[src/design/lease_cache_pkg.sv]
`default_nettype none

package lease_cache_pkg;

	// widths
	// ----------------------------------------
	localparam int ADDR_W     = 16;                  // word address, not byte
	localparam int WORD_W     = 32;
	localparam int BLOCK_W    = 2;                   // 4 words per block
	localparam int TAG_W      = ADDR_W - BLOCK_W;    // fully associative, no index bits
	localparam int LEASE_W    = 8;
	localparam int LINE_IDX_W = 8;                   // line field of line_wr_t, up to 256 lines

	typedef logic [WORD_W-1:0]  word_t;
	typedef logic [ADDR_W-1:0]  addr_t;
	typedef logic [TAG_W-1:0]   tag_t;
	typedef logic [LEASE_W-1:0] lease_t;
	typedef logic [BLOCK_W-1:0] off_t;               // word offset in a block

	localparam lease_t DEFAULT_LEASE = lease_t'(2);  // lease on a table miss

	// index width for a table or line count, at least one bit
	function automatic int idx_w(input int entries);
		return (entries > 1) ? $clog2(entries) : 1;
	endfunction

	// encodings
	// ----------------------------------------
	typedef enum logic {
		MEM_READ  = 1'b0,
		MEM_WRITE = 1'b1
	} mem_op_e;

	typedef enum logic [2:0] {
		ST_IDLE     = 3'd0,  // wait for a core request
		ST_LOOKUP   = 3'd1,  // tag compare, lease lookup
		ST_VICTIM   = 3'd2,  // pick line, install tag, start engines
		ST_TRANSFER = 3'd3,  // writeback and refill in flight
		ST_REPLAY   = 3'd4,  // serve the request from the new line
		ST_BYPASS   = 3'd5   // zero lease, single uncached word
	} ctrl_state_e;

	// bundles
	// ----------------------------------------
	typedef struct packed {
		logic  rw;    // 1 = store
		addr_t addr;
		word_t data;
	} core_req_t;

	typedef struct packed {
		word_t data;
		logic  hit;
	} core_rsp_t;

	typedef struct packed {
		tag_t   tag;
		lease_t lease;
	} llt_wr_t;

	typedef struct packed {
		mem_op_e op;
		addr_t   addr;
		word_t   data;
	} mem_cmd_t;

	typedef struct packed {
		logic [LINE_IDX_W-1:0] line;  // low bits used
		off_t                  off;
		word_t                 data;
	} line_wr_t;

endpackage

`default_nettype wire

[src/design/tag_store.sv]
`default_nettype none

module tag_store import lease_cache_pkg::*; #(
	parameter int LINES = 4
)(
	input  logic                   clock_i,
	input  logic                   resetn_i,
	input  tag_t                   lookup_tag_i,
	output logic                   hit_o,
	output logic [idx_w(LINES)-1:0] hit_line_o,
	input  logic                   wr_i,          // install wr_tag_i into wr_line_i
	input  logic [idx_w(LINES)-1:0] wr_line_i,
	input  tag_t                   wr_tag_i,
	input  logic                   set_dirty_i,   // store hit on wr_line_i
	input  logic                   clr_dirty_i,
	input  logic [idx_w(LINES)-1:0] line_i,        // victim probe
	output logic [LINES-1:0]       valid_o,
	output logic                   dirty_o,
	output tag_t                   tag_o
);

	localparam int LW = idx_w(LINES);

	tag_t             tag_q [LINES];
	logic [LINES-1:0] valid_q;
	logic [LINES-1:0] dirty_q;

	// parallel compare, at most one line matches
	always_comb begin
		hit_o      = 1'b0;
		hit_line_o = '0;
		for (int i = 0; i < LINES; i++) begin
			if (valid_q[i] && (tag_q[i] == lookup_tag_i)) begin
				hit_o      = 1'b1;
				hit_line_o = LW'(i);
			end
		end
	end

	assign valid_o = valid_q;              // whole vector for victim choice
	assign dirty_o = dirty_q[line_i];
	assign tag_o   = tag_q[line_i];        // old tag, builds writeback address

	always_ff @(posedge clock_i) begin
		if (!resetn_i) begin
			valid_q <= '0;
			dirty_q <= '0;
		end else begin
			if (wr_i)
				valid_q[wr_line_i] <= 1'b1;
			if (clr_dirty_i)
				dirty_q[wr_line_i] <= 1'b0;  // fresh line is clean
			else if (set_dirty_i)
				dirty_q[wr_line_i] <= 1'b1;
		end
	end

	always_ff @(posedge clock_i) begin
		if (wr_i)
			tag_q[wr_line_i] <= wr_tag_i;
	end

endmodule

`default_nettype wire

[src/design/lease_table.sv]
`default_nettype none

module lease_table import lease_cache_pkg::*; #(
	parameter int LINES       = 4,
	parameter int LLT_ENTRIES = 8
)(
	input  logic                    clock_i,
	input  logic                    resetn_i,
	input  logic                    llt_wr_valid_i,
	input  llt_wr_t                 llt_wr_i,
	input  tag_t                    lookup_tag_i,
	output lease_t                  lease_o,
	input  logic                    access_i,      // one per core reference
	input  logic                    renew_i,
	input  logic [idx_w(LINES)-1:0] renew_line_i,
	input  lease_t                  renew_lease_i,
	input  logic [LINES-1:0]        valid_i,
	output logic [idx_w(LINES)-1:0] victim_o
);

	localparam int LW = idx_w(LINES);
	localparam int EW = idx_w(LLT_ENTRIES);

	// lookup table
	// ----------------------------------------
	tag_t                   llt_tag_q   [LLT_ENTRIES];
	lease_t                 llt_lease_q [LLT_ENTRIES];
	logic [LLT_ENTRIES-1:0] llt_vld_q;              // entry written since reset

	logic [EW-1:0] wr_idx;
	logic [EW-1:0] lk_idx;

	assign wr_idx = llt_wr_i.tag[EW-1:0];          // direct mapped on low tag bits
	assign lk_idx = lookup_tag_i[EW-1:0];

	assign lease_o = (llt_vld_q[lk_idx] && (llt_tag_q[lk_idx] == lookup_tag_i)) ?
		llt_lease_q[lk_idx] : DEFAULT_LEASE;

	always_ff @(posedge clock_i) begin
		if (llt_wr_valid_i) begin
			llt_tag_q[wr_idx]   <= llt_wr_i.tag;
			llt_lease_q[wr_idx] <= llt_wr_i.lease;
		end
	end

	// per-line lease counters
	// ----------------------------------------
	lease_t cnt_q [LINES];

	always_ff @(posedge clock_i) begin
		if (!resetn_i) begin
			llt_vld_q <= '0;
			for (int i = 0; i < LINES; i++)
				cnt_q[i] <= '0;
		end else begin
			if (llt_wr_valid_i)
				llt_vld_q[wr_idx] <= 1'b1;
			for (int i = 0; i < LINES; i++) begin
				if (renew_i && (renew_line_i == LW'(i)))
					cnt_q[i] <= renew_lease_i;         // renew wins over the decrement
				else if (access_i && (cnt_q[i] != '0))
					cnt_q[i] <= cnt_q[i] - 1'b1;       // saturate at zero
			end
		end
	end

	// victim choice
	// ----------------------------------------
	logic          inv_found;
	logic [LW-1:0] inv_line;
	logic [LW-1:0] min_line;
	lease_t        min_lease;

	// strict less-than keeps the lowest index on ties, so an expired
	// line always wins the minimum search when one exists
	always_comb begin
		inv_found = 1'b0;
		inv_line  = '0;
		min_line  = '0;
		min_lease = cnt_q[0];
		for (int i = 0; i < LINES; i++) begin
			if (!valid_i[i] && !inv_found) begin
				inv_found = 1'b1;
				inv_line  = LW'(i);
			end
			if (cnt_q[i] < min_lease) begin
				min_lease = cnt_q[i];
				min_line  = LW'(i);
			end
		end
		victim_o = inv_found ? inv_line : min_line;
	end

endmodule

`default_nettype wire

[src/design/cache_ctrl.sv]
`default_nettype none

module cache_ctrl import lease_cache_pkg::*; #(
	parameter int LINES       = 4,
	parameter int LLT_ENTRIES = 8
)(
	input  logic                    clock_i,
	input  logic                    resetn_i,
	input  logic                    core_req_valid_i,
	input  core_req_t               core_req_i,
	output logic                    core_done_o,
	output core_rsp_t               core_rsp_o,
	input  logic                    llt_wr_valid_i,
	input  llt_wr_t                 llt_wr_i,
	output logic                    miss_start_o,
	output logic                    miss_block_o,   // 0 = single uncached word
	output core_req_t               miss_req_o,
	input  logic                    miss_done_i,
	output logic                    wb_start_o,
	output logic [idx_w(LINES)-1:0] wb_line_o,      // victim, also the fill line
	output tag_t                    wb_tag_o,
	input  logic                    wb_done_i,
	input  logic                    fill_wr_valid_i,
	input  line_wr_t                fill_wr_i,
	input  logic [idx_w(LINES)-1:0] wb_rd_line_i,
	input  off_t                    wb_rd_off_i,
	output word_t                   wb_rd_data_o,
	input  word_t                   bypass_data_i
);

	localparam int LW = idx_w(LINES);

	ctrl_state_e   state_q;
	core_req_t     req_q;
	core_rsp_t     rsp_q;
	logic          done_q, miss_start_q, miss_block_q, wb_start_q;
	logic          wb_busy_q;                    // writeback still streaming
	logic [LW-1:0] victim_q;
	tag_t          wb_tag_q;
	word_t         data_mem [LINES << BLOCK_W];  // {line, offset}

	tag_t             req_tag;
	off_t             req_off;
	logic             hit, victim_dirty, hit_serve, tag_wr;
	logic [LW-1:0]    hit_line, victim, wr_line;
	logic [LINES-1:0] valid_vec;
	tag_t             victim_tag;
	lease_t           lease;
	word_t            hit_word;

	assign req_tag   = req_q.addr[ADDR_W-1:BLOCK_W];
	assign req_off   = req_q.addr[BLOCK_W-1:0];
	assign hit_serve = hit && ((state_q == ST_LOOKUP) || (state_q == ST_REPLAY));
	assign tag_wr    = (state_q == ST_VICTIM);
	assign wr_line   = tag_wr ? victim : hit_line;
	assign hit_word  = data_mem[{hit_line, req_off}];

	tag_store #(.LINES(LINES)) u_tags (
		.clock_i, .resetn_i,
		.lookup_tag_i (req_tag),
		.hit_o        (hit),
		.hit_line_o   (hit_line),
		.wr_i         (tag_wr),
		.wr_line_i    (wr_line),
		.wr_tag_i     (req_tag),
		.set_dirty_i  (hit_serve && req_q.rw),
		.clr_dirty_i  (tag_wr),
		.line_i       (victim),
		.valid_o      (valid_vec),
		.dirty_o      (victim_dirty),
		.tag_o        (victim_tag)
	);

	// decrement on the first lookup only, a replay is the same reference
	lease_table #(.LINES(LINES), .LLT_ENTRIES(LLT_ENTRIES)) u_leases (
		.clock_i, .resetn_i, .llt_wr_valid_i, .llt_wr_i,
		.lookup_tag_i  (req_tag),
		.lease_o       (lease),
		.access_i      (state_q == ST_LOOKUP),
		.renew_i       (((state_q == ST_LOOKUP) && hit) || tag_wr),
		.renew_line_i  (wr_line),
		.renew_lease_i (lease),
		.valid_i       (valid_vec),
		.victim_o      (victim)
	);

	// data array, fill and store never overlap
	always_ff @(posedge clock_i) begin
		if (fill_wr_valid_i)
			data_mem[{fill_wr_i.line[LW-1:0], fill_wr_i.off}] <= fill_wr_i.data;
		else if (hit_serve && req_q.rw)
			data_mem[{hit_line, req_off}] <= req_q.data;
	end

	assign wb_rd_data_o = data_mem[{wb_rd_line_i, wb_rd_off_i}];

	// sequencing
	// ----------------------------------------
	always_ff @(posedge clock_i) begin
		if (!resetn_i) begin
			state_q      <= ST_IDLE;
			done_q       <= 1'b0;
			miss_start_q <= 1'b0;
			miss_block_q <= 1'b0;
			wb_start_q   <= 1'b0;
			wb_busy_q    <= 1'b0;
		end else begin
			done_q       <= 1'b0;    // strobes
			miss_start_q <= 1'b0;
			wb_start_q   <= 1'b0;
			if (wb_done_i)
				wb_busy_q <= 1'b0;
			case (state_q)
				ST_IDLE: if (core_req_valid_i) state_q <= ST_LOOKUP;
				ST_LOOKUP: begin
					if (hit) begin
						done_q  <= 1'b1;
						state_q <= ST_IDLE;
					end else if (lease == '0) begin     // not worth caching
						miss_start_q <= 1'b1;
						miss_block_q <= 1'b0;
						state_q      <= ST_BYPASS;
					end else
						state_q <= ST_VICTIM;
				end
				ST_VICTIM: begin
					miss_start_q <= 1'b1;
					miss_block_q <= 1'b1;
					wb_start_q   <= victim_dirty;
					wb_busy_q    <= victim_dirty;
					state_q      <= ST_TRANSFER;
				end
				ST_TRANSFER: begin
					if (miss_done_i && (!wb_busy_q || wb_done_i))
						state_q <= ST_REPLAY;
				end
				ST_REPLAY: begin
					done_q  <= 1'b1;
					state_q <= ST_IDLE;
				end
				ST_BYPASS: begin
					if (miss_done_i) begin
						done_q  <= 1'b1;
						state_q <= ST_IDLE;
					end
				end
				default: state_q <= ST_IDLE;
			endcase
		end
	end

	// request, victim and response capture
	always_ff @(posedge clock_i) begin
		if ((state_q == ST_IDLE) && core_req_valid_i)
			req_q <= core_req_i;
		if (tag_wr) begin
			victim_q <= victim;
			wb_tag_q <= victim_tag;    // read before the new tag lands
		end
		if (hit_serve)
			rsp_q <= '{data: hit_word, hit: (state_q == ST_LOOKUP)};
		else if ((state_q == ST_BYPASS) && miss_done_i)
			rsp_q <= '{data: bypass_data_i, hit: 1'b0};
	end

	assign core_done_o  = done_q;
	assign core_rsp_o   = rsp_q;
	assign miss_start_o = miss_start_q;
	assign miss_block_o = miss_block_q;
	assign miss_req_o   = req_q;
	assign wb_start_o   = wb_start_q;
	assign wb_line_o    = victim_q;
	assign wb_tag_o     = wb_tag_q;

endmodule

`default_nettype wire

[src/design/miss_engine.sv]
`default_nettype none

module miss_engine import lease_cache_pkg::*; #(
	parameter int LINES = 4
)(
	input  logic                    clock_i,
	input  logic                    resetn_i,
	input  logic                    start_i,
	input  logic                    block_i,          // 1 = refill, 0 = single word
	input  core_req_t               req_i,
	output logic                    req_o,
	output mem_cmd_t                cmd_o,
	input  logic                    grant_i,
	input  logic                    mem_rsp_valid_i,
	input  word_t                   mem_rsp_data_i,
	input  logic [idx_w(LINES)-1:0] fill_line_i,
	output logic                    fill_wr_valid_o,
	output line_wr_t                fill_wr_o,
	output word_t                   bypass_data_o,
	output logic                    done_o
);

	localparam logic [BLOCK_W:0] BLK_WORDS = 1 << BLOCK_W;

	logic             busy_q, block_q, done_q;
	logic [BLOCK_W:0] iss_q;                  // commands granted
	logic [BLOCK_W:0] rsp_q;                  // responses seen
	core_req_t        req_q;
	word_t            byp_q;
	logic [BLOCK_W:0] n_words;
	logic             single_wr;

	assign n_words   = block_q ? BLK_WORDS : (BLOCK_W+1)'(1);
	assign single_wr = !block_q && req_q.rw;  // refills always read
	assign req_o     = busy_q && (iss_q != n_words);  // held until granted

	always_comb begin
		cmd_o.op   = single_wr ? MEM_WRITE : MEM_READ;
		cmd_o.addr = block_q ? {req_q.addr[ADDR_W-1:BLOCK_W], iss_q[BLOCK_W-1:0]} : req_q.addr;
		cmd_o.data = req_q.data;
	end

	// responses come back in order, offset = response count
	assign fill_wr_valid_o = busy_q && block_q && mem_rsp_valid_i;
	assign fill_wr_o       = '{line: LINE_IDX_W'(fill_line_i), off: rsp_q[BLOCK_W-1:0],
		data: mem_rsp_data_i};

	always_ff @(posedge clock_i) begin
		if (!resetn_i) begin
			busy_q  <= 1'b0;
			block_q <= 1'b0;
			done_q  <= 1'b0;
			iss_q   <= '0;
			rsp_q   <= '0;
		end else begin
			done_q <= 1'b0;
			if (start_i) begin
				busy_q  <= 1'b1;
				block_q <= block_i;
				iss_q   <= '0;
				rsp_q   <= '0;
			end else if (busy_q) begin
				if (grant_i) begin
					iss_q <= iss_q + 1'b1;
					if (single_wr) begin        // no response for a write
						busy_q <= 1'b0;
						done_q <= 1'b1;
					end
				end
				if (mem_rsp_valid_i) begin
					rsp_q <= rsp_q + 1'b1;
					if (rsp_q == n_words - 1'b1) begin
						busy_q <= 1'b0;
						done_q <= 1'b1;
					end
				end
			end
		end
	end

	always_ff @(posedge clock_i) begin
		if (start_i)
			req_q <= req_i;
		if (busy_q && !block_q && mem_rsp_valid_i)
			byp_q <= mem_rsp_data_i;            // uncached load word
	end

	assign bypass_data_o = byp_q;
	assign done_o        = done_q;

endmodule

`default_nettype wire

[src/design/writeback_engine.sv]
`default_nettype none

module writeback_engine import lease_cache_pkg::*; #(
	parameter int LINES = 4
)(
	input  logic                    clock_i,
	input  logic                    resetn_i,
	input  logic                    start_i,
	input  logic [idx_w(LINES)-1:0] line_i,
	input  tag_t                    tag_i,
	output logic [idx_w(LINES)-1:0] rd_line_o,
	output off_t                    rd_off_o,
	input  word_t                   rd_data_i,     // same-cycle array read
	output logic                    req_o,
	output mem_cmd_t                cmd_o,
	input  logic                    grant_i,
	output logic                    done_o
);

	localparam int LW = idx_w(LINES);

	logic          busy_q, done_q;
	off_t          off_q;
	logic [LW-1:0] line_q;
	tag_t          tag_q;

	assign req_o     = busy_q;       // top priority, granted every cycle
	assign rd_line_o = line_q;
	assign rd_off_o  = off_q;
	assign cmd_o     = '{op: MEM_WRITE, addr: {tag_q, off_q}, data: rd_data_i};
	assign done_o    = done_q;

	always_ff @(posedge clock_i) begin
		if (!resetn_i) begin
			busy_q <= 1'b0;
			done_q <= 1'b0;
			off_q  <= '0;
		end else begin
			done_q <= 1'b0;
			if (start_i) begin
				busy_q <= 1'b1;
				off_q  <= '0;
			end else if (busy_q && grant_i) begin
				off_q <= off_q + 1'b1;
				if (off_q == '1) begin       // last word of the block
					busy_q <= 1'b0;
					done_q <= 1'b1;
				end
			end
		end
	end

	always_ff @(posedge clock_i) begin
		if (start_i) begin
			line_q <= line_i;
			tag_q  <= tag_i;
		end
	end

endmodule

`default_nettype wire

[src/design/mem_arbiter.sv]
`default_nettype none

module mem_arbiter import lease_cache_pkg::*; (
	input  logic     clock_i,
	input  logic     resetn_i,
	input  logic     wb_req_i,
	input  mem_cmd_t wb_cmd_i,
	output logic     wb_grant_o,
	input  logic     miss_req_i,
	input  mem_cmd_t miss_cmd_i,
	output logic     miss_grant_o,
	output logic     mem_cmd_valid_o,
	output mem_cmd_t mem_cmd_o
);

	logic     valid_q;
	mem_cmd_t cmd_q;

	// fixed priority, dirty data leaves before the refill reads go out
	assign wb_grant_o   = wb_req_i;
	assign miss_grant_o = miss_req_i && !wb_req_i;

	always_ff @(posedge clock_i) begin
		if (!resetn_i)
			valid_q <= 1'b0;
		else
			valid_q <= wb_req_i || miss_req_i;   // one cycle behind the grant
	end

	always_ff @(posedge clock_i) begin
		cmd_q <= wb_req_i ? wb_cmd_i : miss_cmd_i;
	end

	assign mem_cmd_valid_o = valid_q;
	assign mem_cmd_o       = cmd_q;

endmodule

`default_nettype wire

[src/design/lease_cache_top.sv]
`default_nettype none

module lease_cache_top import lease_cache_pkg::*; #(
	parameter int LINES       = 4,
	parameter int LLT_ENTRIES = 8
)(
	input  logic      clock_i,
	input  logic      resetn_i,
	input  logic      core_req_valid_i,
	input  core_req_t core_req_i,
	output logic      core_done_o,
	output core_rsp_t core_rsp_o,
	input  logic      llt_wr_valid_i,
	input  llt_wr_t   llt_wr_i,
	output logic      mem_cmd_valid_o,
	output mem_cmd_t  mem_cmd_o,
	input  logic      mem_rsp_valid_i,
	input  word_t     mem_rsp_data_i
);

	localparam int LW = idx_w(LINES);

	// controller to engines
	logic          miss_start, miss_block, miss_done;
	logic          wb_start, wb_done;
	core_req_t     miss_req;
	logic [LW-1:0] victim_line;    // writeback source and refill target
	tag_t          wb_tag;

	// data array ports
	logic          fill_wr_valid;
	line_wr_t      fill_wr;
	logic [LW-1:0] wb_rd_line;
	off_t          wb_rd_off;
	word_t         wb_rd_data, bypass_data;

	// arbiter side
	logic          wb_req, miss_req_cmd, wb_grant, miss_grant;
	mem_cmd_t      wb_cmd, miss_cmd;

	cache_ctrl #(.LINES(LINES), .LLT_ENTRIES(LLT_ENTRIES)) u_ctrl (
		.clock_i, .resetn_i, .core_req_valid_i, .core_req_i, .core_done_o, .core_rsp_o,
		.llt_wr_valid_i, .llt_wr_i,
		.miss_start_o    (miss_start),
		.miss_block_o    (miss_block),
		.miss_req_o      (miss_req),
		.miss_done_i     (miss_done),
		.wb_start_o      (wb_start),
		.wb_line_o       (victim_line),
		.wb_tag_o        (wb_tag),
		.wb_done_i       (wb_done),
		.fill_wr_valid_i (fill_wr_valid),
		.fill_wr_i       (fill_wr),
		.wb_rd_line_i    (wb_rd_line),
		.wb_rd_off_i     (wb_rd_off),
		.wb_rd_data_o    (wb_rd_data),
		.bypass_data_i   (bypass_data)
	);

	miss_engine #(.LINES(LINES)) u_miss (
		.clock_i, .resetn_i, .mem_rsp_valid_i, .mem_rsp_data_i,
		.start_i         (miss_start),
		.block_i         (miss_block),
		.req_i           (miss_req),
		.req_o           (miss_req_cmd),
		.cmd_o           (miss_cmd),
		.grant_i         (miss_grant),
		.fill_line_i     (victim_line),
		.fill_wr_valid_o (fill_wr_valid),
		.fill_wr_o       (fill_wr),
		.bypass_data_o   (bypass_data),
		.done_o          (miss_done)
	);

	writeback_engine #(.LINES(LINES)) u_wb (
		.clock_i, .resetn_i,
		.start_i   (wb_start),
		.line_i    (victim_line),
		.tag_i     (wb_tag),
		.rd_line_o (wb_rd_line),
		.rd_off_o  (wb_rd_off),
		.rd_data_i (wb_rd_data),
		.req_o     (wb_req),
		.cmd_o     (wb_cmd),
		.grant_i   (wb_grant),
		.done_o    (wb_done)
	);

	mem_arbiter u_arb (
		.clock_i, .resetn_i, .mem_cmd_valid_o, .mem_cmd_o,
		.wb_req_i     (wb_req),
		.wb_cmd_i     (wb_cmd),
		.wb_grant_o   (wb_grant),
		.miss_req_i   (miss_req_cmd),
		.miss_cmd_i   (miss_cmd),
		.miss_grant_o (miss_grant)
	);

endmodule

`default_nettype wire

[config.mk]
export PLATFORM = sky130hd
export DESIGN_NAME = lease_cache_top
export DESIGN_NICKNAME = d
export VERILOG_FILES = /design/src/design/lease_cache_pkg.sv /design/src/design/tag_store.sv /design/src/design/lease_table.sv /design/src/design/cache_ctrl.sv /design/src/design/miss_engine.sv /design/src/design/writeback_engine.sv /design/src/design/mem_arbiter.sv /design/src/design/lease_cache_top.sv
export SDC_FILE = /design/constraint.sdc
export NUM_CORES = 1
export LEC_CHECK = 0
export BUFFER_PORTS_ARGS = -buffer_cell sky130_fd_sc_hd__buf_4
export CAP_MARGIN = 20
export CORE_ASPECT_RATIO = 2
export CORE_MARGIN = 1.5
export CORE_UTILIZATION = 58
export CTS_BUF_LIST = sky130_fd_sc_hd__clkbuf_2 sky130_fd_sc_hd__clkbuf_4 sky130_fd_sc_hd__clkbuf_8
export CTS_CLUSTER_SIZE = 30
export DETAILED_ROUTE_END_ITERATION = 12
export PLACE_DENSITY_LB_ADDON = 0.2
export SLEW_MARGIN = 20
export SYNTH_ARGS = -nofsm -noshare
export SYNTH_HDL_FRONTEND = slang
export SYNTH_HIERARCHICAL = 1
export SYNTH_SLANG_ARGS = --single-unit
[constraint.sdc]
create_clock -name clock_i -period 6.25 [get_ports clock_i]
set_input_delay 0.625 -clock clock_i [delete_from_list [all_inputs] [get_ports clock_i]]
set_output_delay 0.625 -clock clock_i [all_outputs]
set_load 0.05 [all_outputs]
==> metrics.csv, run 1 <==
metric,value,unit
Sequential Power Share,52.5,%
P&R area growth vs syn,13.78,%
layout cells sized above 1,36.42,%
FILL cells,5269,
HP Class,input port to flip-flop,
Mapped Area,46400,um^2
Placed Cells,3541,
routed len/inst,28.93,um
initial antenna violation count,2,
clock period minus worst slack,5.982,ns
status,"complete, no violations",
Mapped Nets,2612,
Routed Antenna Nets,0,
CP Max Fanout,15,
total of max-cap violations,0,
Internal Pwr Total,0.01182,W
Vias,24890,
DRC,0,
RSZ-0062 raised after global routing,false,
first-pass GRT wire length,167400,um
combinational share of power,11.7,%
switching power total,0.003819,W
placed cell area,48600,um^2
Top Layer Used,met5,
clk_lat worst skew,0.87,ns
crit path buf inv count,6,
Post-Syn Area per Cell,18.77,um^2
Pwr Density,296.3,nW/um^2
final setup violation count,0,
Crit. End Element,flip-flop,
critical path class,flip-flop to flip-flop,
1st-pass router iterations,5,
via-per-instance ratio,6.343,
# H-tree levels,4,
met2 WL,62630,um
largest net degree at the start of global routing,132,
Die Wd,203.0,um
GRT Residual Overflow,0,
critical path's slowest cell,a2111o_1,
crit path DAT,6.52,ns
Worst setup SP type,flip-flop,
fin crit share,95.71,%
VDD IR-drop max,0.3075,mV
Critical Path RT,6.79,ns
Total Nets Final,2902,
CP dominant cell by count,buf_4,
LEAKAGE,17.62,nW
crit-path max cell delay,0.44,ns
RD Place Congestion,0.8935,
Die Span Y,403.0,um
f_max,0.1672,GHz
Slew Limit Fails,0,
overall routed net length,113500,um
worst-margin pin slew,1.125,ns
"Cell Count, Final, Fillers Out",3923,
YS warnings,6,
met3 WL,6621,um
starting density of the core,58.53,%
Gate Count Post-Synth,2472,
full die area,81810,um^2
wl on met1,38690,um
vias in the first global route,27050,
Total GRT Usage,28.60,%
Net Sw Frac,24.41,%
final setup skew,0.04409,ns
DPL Wire Length,68650,um
core region area,79280,um^2
cells along the critical path,"inv_1, ha_1, a2111o_1, a21oi_4, buf_4, buf_4, a21oi_1, ha_1, a211o_1, o41a_1, buf_4, mux2_4, ha_1, a21oi_1, o21ai_0, or3_1, o211a_1, a21oi_2, nand2_1, o21ai_0, buf_4, nor2b_1, and2_1, buf_12",
clk sinks,1058,
Core Rows,146,
Max clock buf depth,3,
final hold vios,0,
CTS tree,built,
"most common cell after layout, fill and taps aside",edfxtp_1,
CTS Buf Count,148,
port buffer count,191,
Clk network pwr share,35.8,%
"CP delay by family, top",compound AO/OA/AOI/OAI gates,
Root Buffer,clkbuf_8,
highest-count cells in the layout ignoring fill and taps,"edfxtp_1 (971), mux4_2 (341), buf_4 (283), clkbuf_8 (166), dlygate4sd3_1 (101)",
initial DRC count,2011,
Finished Cell Area,52800,um^2
clk slew on worst S/H paths,0.07,ns
IO Count,192,
Slew Limit Headroom,25.02,%
==> final cells by class <==
type	instances	area [um^2]	area share [%]
antenna	1	2.502	0.004739
clock buffer	207	2592	4.910
clock inverter	67	514.2	0.9740
inverter	28	105.1	0.1991
multi-input combinational	1129	14000	26.51
sequential	1058	30910	58.55
tap	1036	1296	2.455
timing repair buffer	397	3378	6.398
==> registers in the layout (all words and copies together), names as in the netlist, 2 cells and up, named ones only <==
signal	cells
u_arb/mem_cmd_o	49
u_ctrl/core_rsp_o	33
u_ctrl/data_mem	512
u_ctrl/miss_req_o	49
u_ctrl/state_q	3
u_ctrl/u_leases/cnt_q	32
u_ctrl/u_leases/llt_lease_q	64
u_ctrl/u_leases/llt_tag_q	112
u_ctrl/u_leases/llt_vld_q	8
u_ctrl/u_tags/tag_q	56
u_ctrl/u_tags/valid_o	4
u_ctrl/wb_line_o	2
u_ctrl/wb_tag_o	14
u_miss/bypass_data_o	32
u_miss/cmd_o	32
u_miss/iss_q	3
u_miss/req_q	17
u_miss/rsp_q	3
u_wb/rd_line_o	2
u_wb/rd_off_o	2
u_wb/tag_q	14
==> power groups by stage <==
stage	logic (W)	registers (W)	clock network, W
2_1_floorplan	0.00123	0.00835	0
3_3_place_gp	0.00171	0.00835	0
3_5_place_dp	0.00175	0.00836	0
4_1_cts	0.00182	0.00821	0.00570
5_1_grt	0.00196	0.00823	0.00598
6_report	0.00184	0.00821	0.00559
==> routing by layer <==
layer	vias to the layer above	global-route usage, %
met1	12970	32.28
met4	2	14.45
li1	10540	-
met5	-	0
met2	1078	51.95
met3	295	4.735
==> metrics by stage <==
stage	power [W]	hold WS (ns)	utilization [%]	TNS (ns)	worst slack (ns)
after floorplan	0.009579	0.4003	-	0	0.005671
after global placement	0.01006	0.4066	61.27	0	0.07332
after detailed placement	0.01011	0.4083	61.30	-0.1763	-0.02026
after CTS	0.01574	0.001500	66.52	0	0.06191
after global routing	0.01618	0.03752	66.60	0	0.01053
final	0.01564	0.06980	66.60	0	0.2680
==> timing repair <==
| action | 4_1_cts | 5_1_grt |
|---|---|---|
| buffers inserted | 3 | 2 |
| hold buffers | 101 | 0 |
| pin swaps | 1 | 2 |
| resized for setup | 0 | 13 |
| gates cloned | 0 | 1 |
| endpoints found under the setup margin | 12 | 81 |
| endpoints found under the hold margin | 240 | 0 |
==> worst paths after layout <==
| kind | startpoint | end | slack, ns | cells after the start |
|---|---|---|---|---|
| worst max register to register | u_ctrl/u_leases/cnt_q[0][1] | u_ctrl/u_tags/tag_q[2][1] | 0.27 | 24 |
| worst min-delay path | llt_wr_i[10] | u_ctrl/u_leases/llt_tag_q[5][2] | 0.07 | 1 |
| worst min register to register | u_ctrl/wb_tag_o[4] | u_wb/tag_q[4] | 0.42 | 0 |
| worst max-delay path | u_ctrl/u_leases/cnt_q[0][1] | u_ctrl/u_tags/tag_q[2][1] | 0.27 | 24 |
Power figures use the tool's default switching activity.
==> run 2, diff against run 1 <==
==> constraint.sdc (replaced) <==
create_clock -name clock_i -period 6.25 [get_ports clock_i]
set_input_delay 0.9375 -clock clock_i [delete_from_list [all_inputs] [get_ports clock_i]]
set_output_delay 0.9375 -clock clock_i [all_outputs]
set_load 0.05 [all_outputs]
==> run 2 against run 1 <==
  * Worst hold slack improved by 0.18 ns
  * Sequential share of layout area up 1.1 points
  * Count of clock-buffer cells in the layout is the same
  * Global-route usage down 0.24 points
  * Core utilization shrank 1.3 points
  * First-iteration DRC count fell by 6.2%
  * Critical path type unchanged
  * Critical endpoint unchanged
  * Highest routed layer unchanged
==> metrics.csv, run 2 (synthesis gave the netlist of run 1 again) <==
metric,value,unit
status,"complete, no violations",
crit path DAT,6.56,ns
starting density of the core,58.53,%
R2R depth,24,
clk_lat worst skew,0.86,ns
worst hold path depth,1,
Routed Antenna Nets,0,
Clk network pwr share,35.9,%
Pwr Density,301.0,nW/um^2
final hold vios,0,
Vias,24440,
Root Buffer,clkbuf_8,
FF/Latch Area,30910,um^2
Max clock buf depth,3,
CTS Buf Count,148,
HP Class,input port to flip-flop,
Core Rows,146,
RD Place Congestion,0.8935,
full die area,81810,um^2
switching power total,0.003804,W
cells along the critical path,"inv_1, ha_1, a2111o_1, a21oi_4, buf_4, buf_4, a21oi_1, ha_1, a211o_1, o41a_1, buf_4, mux2_4, ha_1, a21oi_1, o21ai_0, or3_1, o211a_1, a21oi_2, nand2_1, o21ai_0, buf_4, nor2b_1, and2_1, buf_12",
placed cell area,48600,um^2
RSZ-0062 raised after global routing,false,
first-pass GRT wire length,165900,um
initial antenna violation count,2,
Final Util,65.32,%
Largest Register,u_ctrl/data_mem,
max FFs per register,512,
hold wc startpoint,core_req_i[5],
Critical Path RT,6.79,ns
layout cells sized above 1,37.74,%
crit path buf inv count,6,
final setup violation count,0,
CTS tree,built,
Slew Limit Fails,0,
core region area,79280,um^2
Net Sw Frac,24.40,%
port buffer count,191,
largest net degree at the start of global routing,132,
crit-path max cell delay,0.44,ns
LEAKAGE,17.20,nW
clk slew on worst S/H paths,0.07,ns
FILL cells,5403,
Total Nets Final,2801,
Reg-to-Reg End,u_ctrl/u_tags/tag_q[2][1],
hold_buf cts,0,
Internal Pwr Total,0.01178,W
DRC,0,
routed len/inst,29.43,um
Die Wd,203.0,um
Finished Cell Area,51790,um^2
"CP delay by family, top",compound AO/OA/AOI/OAI gates,
CP Max Fanout,15,
total of max-cap violations,0,
Worst setup SP type,flip-flop,
clk sinks,1058,
clock period minus worst slack,6.019,ns
GRT Residual Overflow,0,
# H-tree levels,4,
via-per-instance ratio,6.395,
worst-margin pin slew,1.120,ns
critical path class,flip-flop to flip-flop,
Die Span Y,403.0,um
area of the multi-input gates,14000,um^2
Hold Crit Endpoint,u_ctrl/miss_req_o[5],
1st-pass router iterations,5,
final setup skew,0.03910,ns
"most common cell after layout, fill and taps aside",edfxtp_1,
fin crit share,96.30,%
f_max,0.1661,GHz
DPL Wire Length,68650,um
IO Count,192,
Slew Limit Headroom,25.30,%
FF-to-FF Start,u_ctrl/u_leases/cnt_q[0][1],
P&R area growth vs syn,11.61,%
Total GRT Usage,28.36,%
critical path's slowest cell,a2111o_1,
combinational share of power,11.4,%
Sequential Power Share,52.7,%
WP depth,24,
VDD IR-drop max,0.3091,mV
initial DRC count,1887,
Crit. End Element,flip-flop,
highest-count cells in the layout ignoring fill and taps,"edfxtp_1 (971), mux4_2 (341), buf_4 (283), clkbuf_8 (166), nor2_1 (92)",
CP dominant cell by count,buf_4,
overall routed net length,112500,um
vias in the first global route,26660,
flop-to-flop setup slack,0.23,ns
Largest regs,"u_ctrl/data_mem x512, u_ctrl/u_leases/llt_tag_q x112, u_ctrl/u_leases/llt_lease_q x64",
-- run 2: worst register-to-register path: stages, from the launching register on --
cell,delay (ns)
edfxtp_1,0.39
inv_1,0.09
ha_1,0.23
a2111o_1,0.44
a21oi_4,0.22
buf_4,0.18
buf_4,0.12
a21oi_1,0.10
ha_1,0.21
a211o_1,0.32
o41a_1,0.38
buf_4,0.18
mux2_4,0.30
ha_1,0.29
a21oi_1,0.13
o21ai_0,0.16
or3_1,0.43
o211a_1,0.24
a21oi_2,0.17
nand2_1,0.08
o21ai_0,0.20
buf_4,0.23
nor2b_1,0.23
and2_1,0.22
buf_12,0.16
-- run 2: repair_timing --
action / CTS / global route
cloned: 0 / 1
gates resized for setup: 0 / 13
buffers inserted: 3 / 2
pin swaps: 1 / 2
hold endpoints to repair: 0 / 0
setup endpoints to repair: 12 / 80
-- run 2: how the worst max path moves through the flow --
stage | startpoint | endpoint | slack, ns
finish | u_ctrl/u_leases/cnt_q[0][1] | u_ctrl/u_tags/tag_q[2][1] | 0.23
global route | u_ctrl/u_leases/cnt_q[0][1] | u_ctrl/u_tags/tag_q[2][1] | 0.01
CTS | u_ctrl/u_leases/cnt_q[1][1] | u_ctrl/u_leases/cnt_q[0][1] | 0.06
floorplan | u_ctrl/u_leases/cnt_q[1][1] | u_ctrl/u_leases/cnt_q[0][4] | 0.006
global placement | u_ctrl/u_leases/cnt_q[0][2] | u_ctrl/u_leases/cnt_q[0][2] | 0.07
detailed placement | u_ctrl/u_leases/cnt_q[0][2] | u_ctrl/u_leases/cnt_q[0][3] | -0.02
-- run 2: power groups by stage --
stage / sequential [W] / combinational (W) / clock (W)
4_1_cts: 0.00821 / 0.00177 / 0.00570
2_1_floorplan: 0.00835 / 0.00123 / 0
5_1_grt: 0.00823 / 0.00191 / 0.00598
6_report: 0.00821 / 0.00178 / 0.00559
3_5_place_dp: 0.00836 / 0.00175 / 0
3_3_place_gp: 0.00835 / 0.00171 / 0
-- run 2: through the flow --
stage	setup TNS [ns]	hold slack, ns	cells	power [W]	setup WS [ns]
CTS	0	0.1742	3818	0.01569	0.06191
global route	0	0.1969	3822	0.01612	0.01101
global placement	0	0.4066	3540	0.01006	0.07332
floorplan	0	0.4003	2472	0.009579	0.005671
finish	0	0.2459	3822	0.01559	0.2312
detailed placement	-0.1763	0.4083	3541	0.01011	-0.02026
-- run 2: final cells by class --
type / instances / area share, %
Sequential cell: 1058 / 59.69
Timing Repair Buffer: 296 / 4.571
Clock buffer: 207 / 5.006
Clock inverter: 67 / 0.9930
Multi-Input combinational cell: 1129 / 27.03
Tap cell: 1036 / 2.503
Inverter: 28 / 0.2029
Antenna cell: 1 / 0.004832
-- run 2: routing by layer --
metal,track usage (%),vias to the layer above,share of wire (%)
li1,-,10340,-
met1,32.19,12760,34
met2,51.24,1062,55
met3,4.880,283,6.5
met4,14.26,2,4.7
met5,0,-,0.012
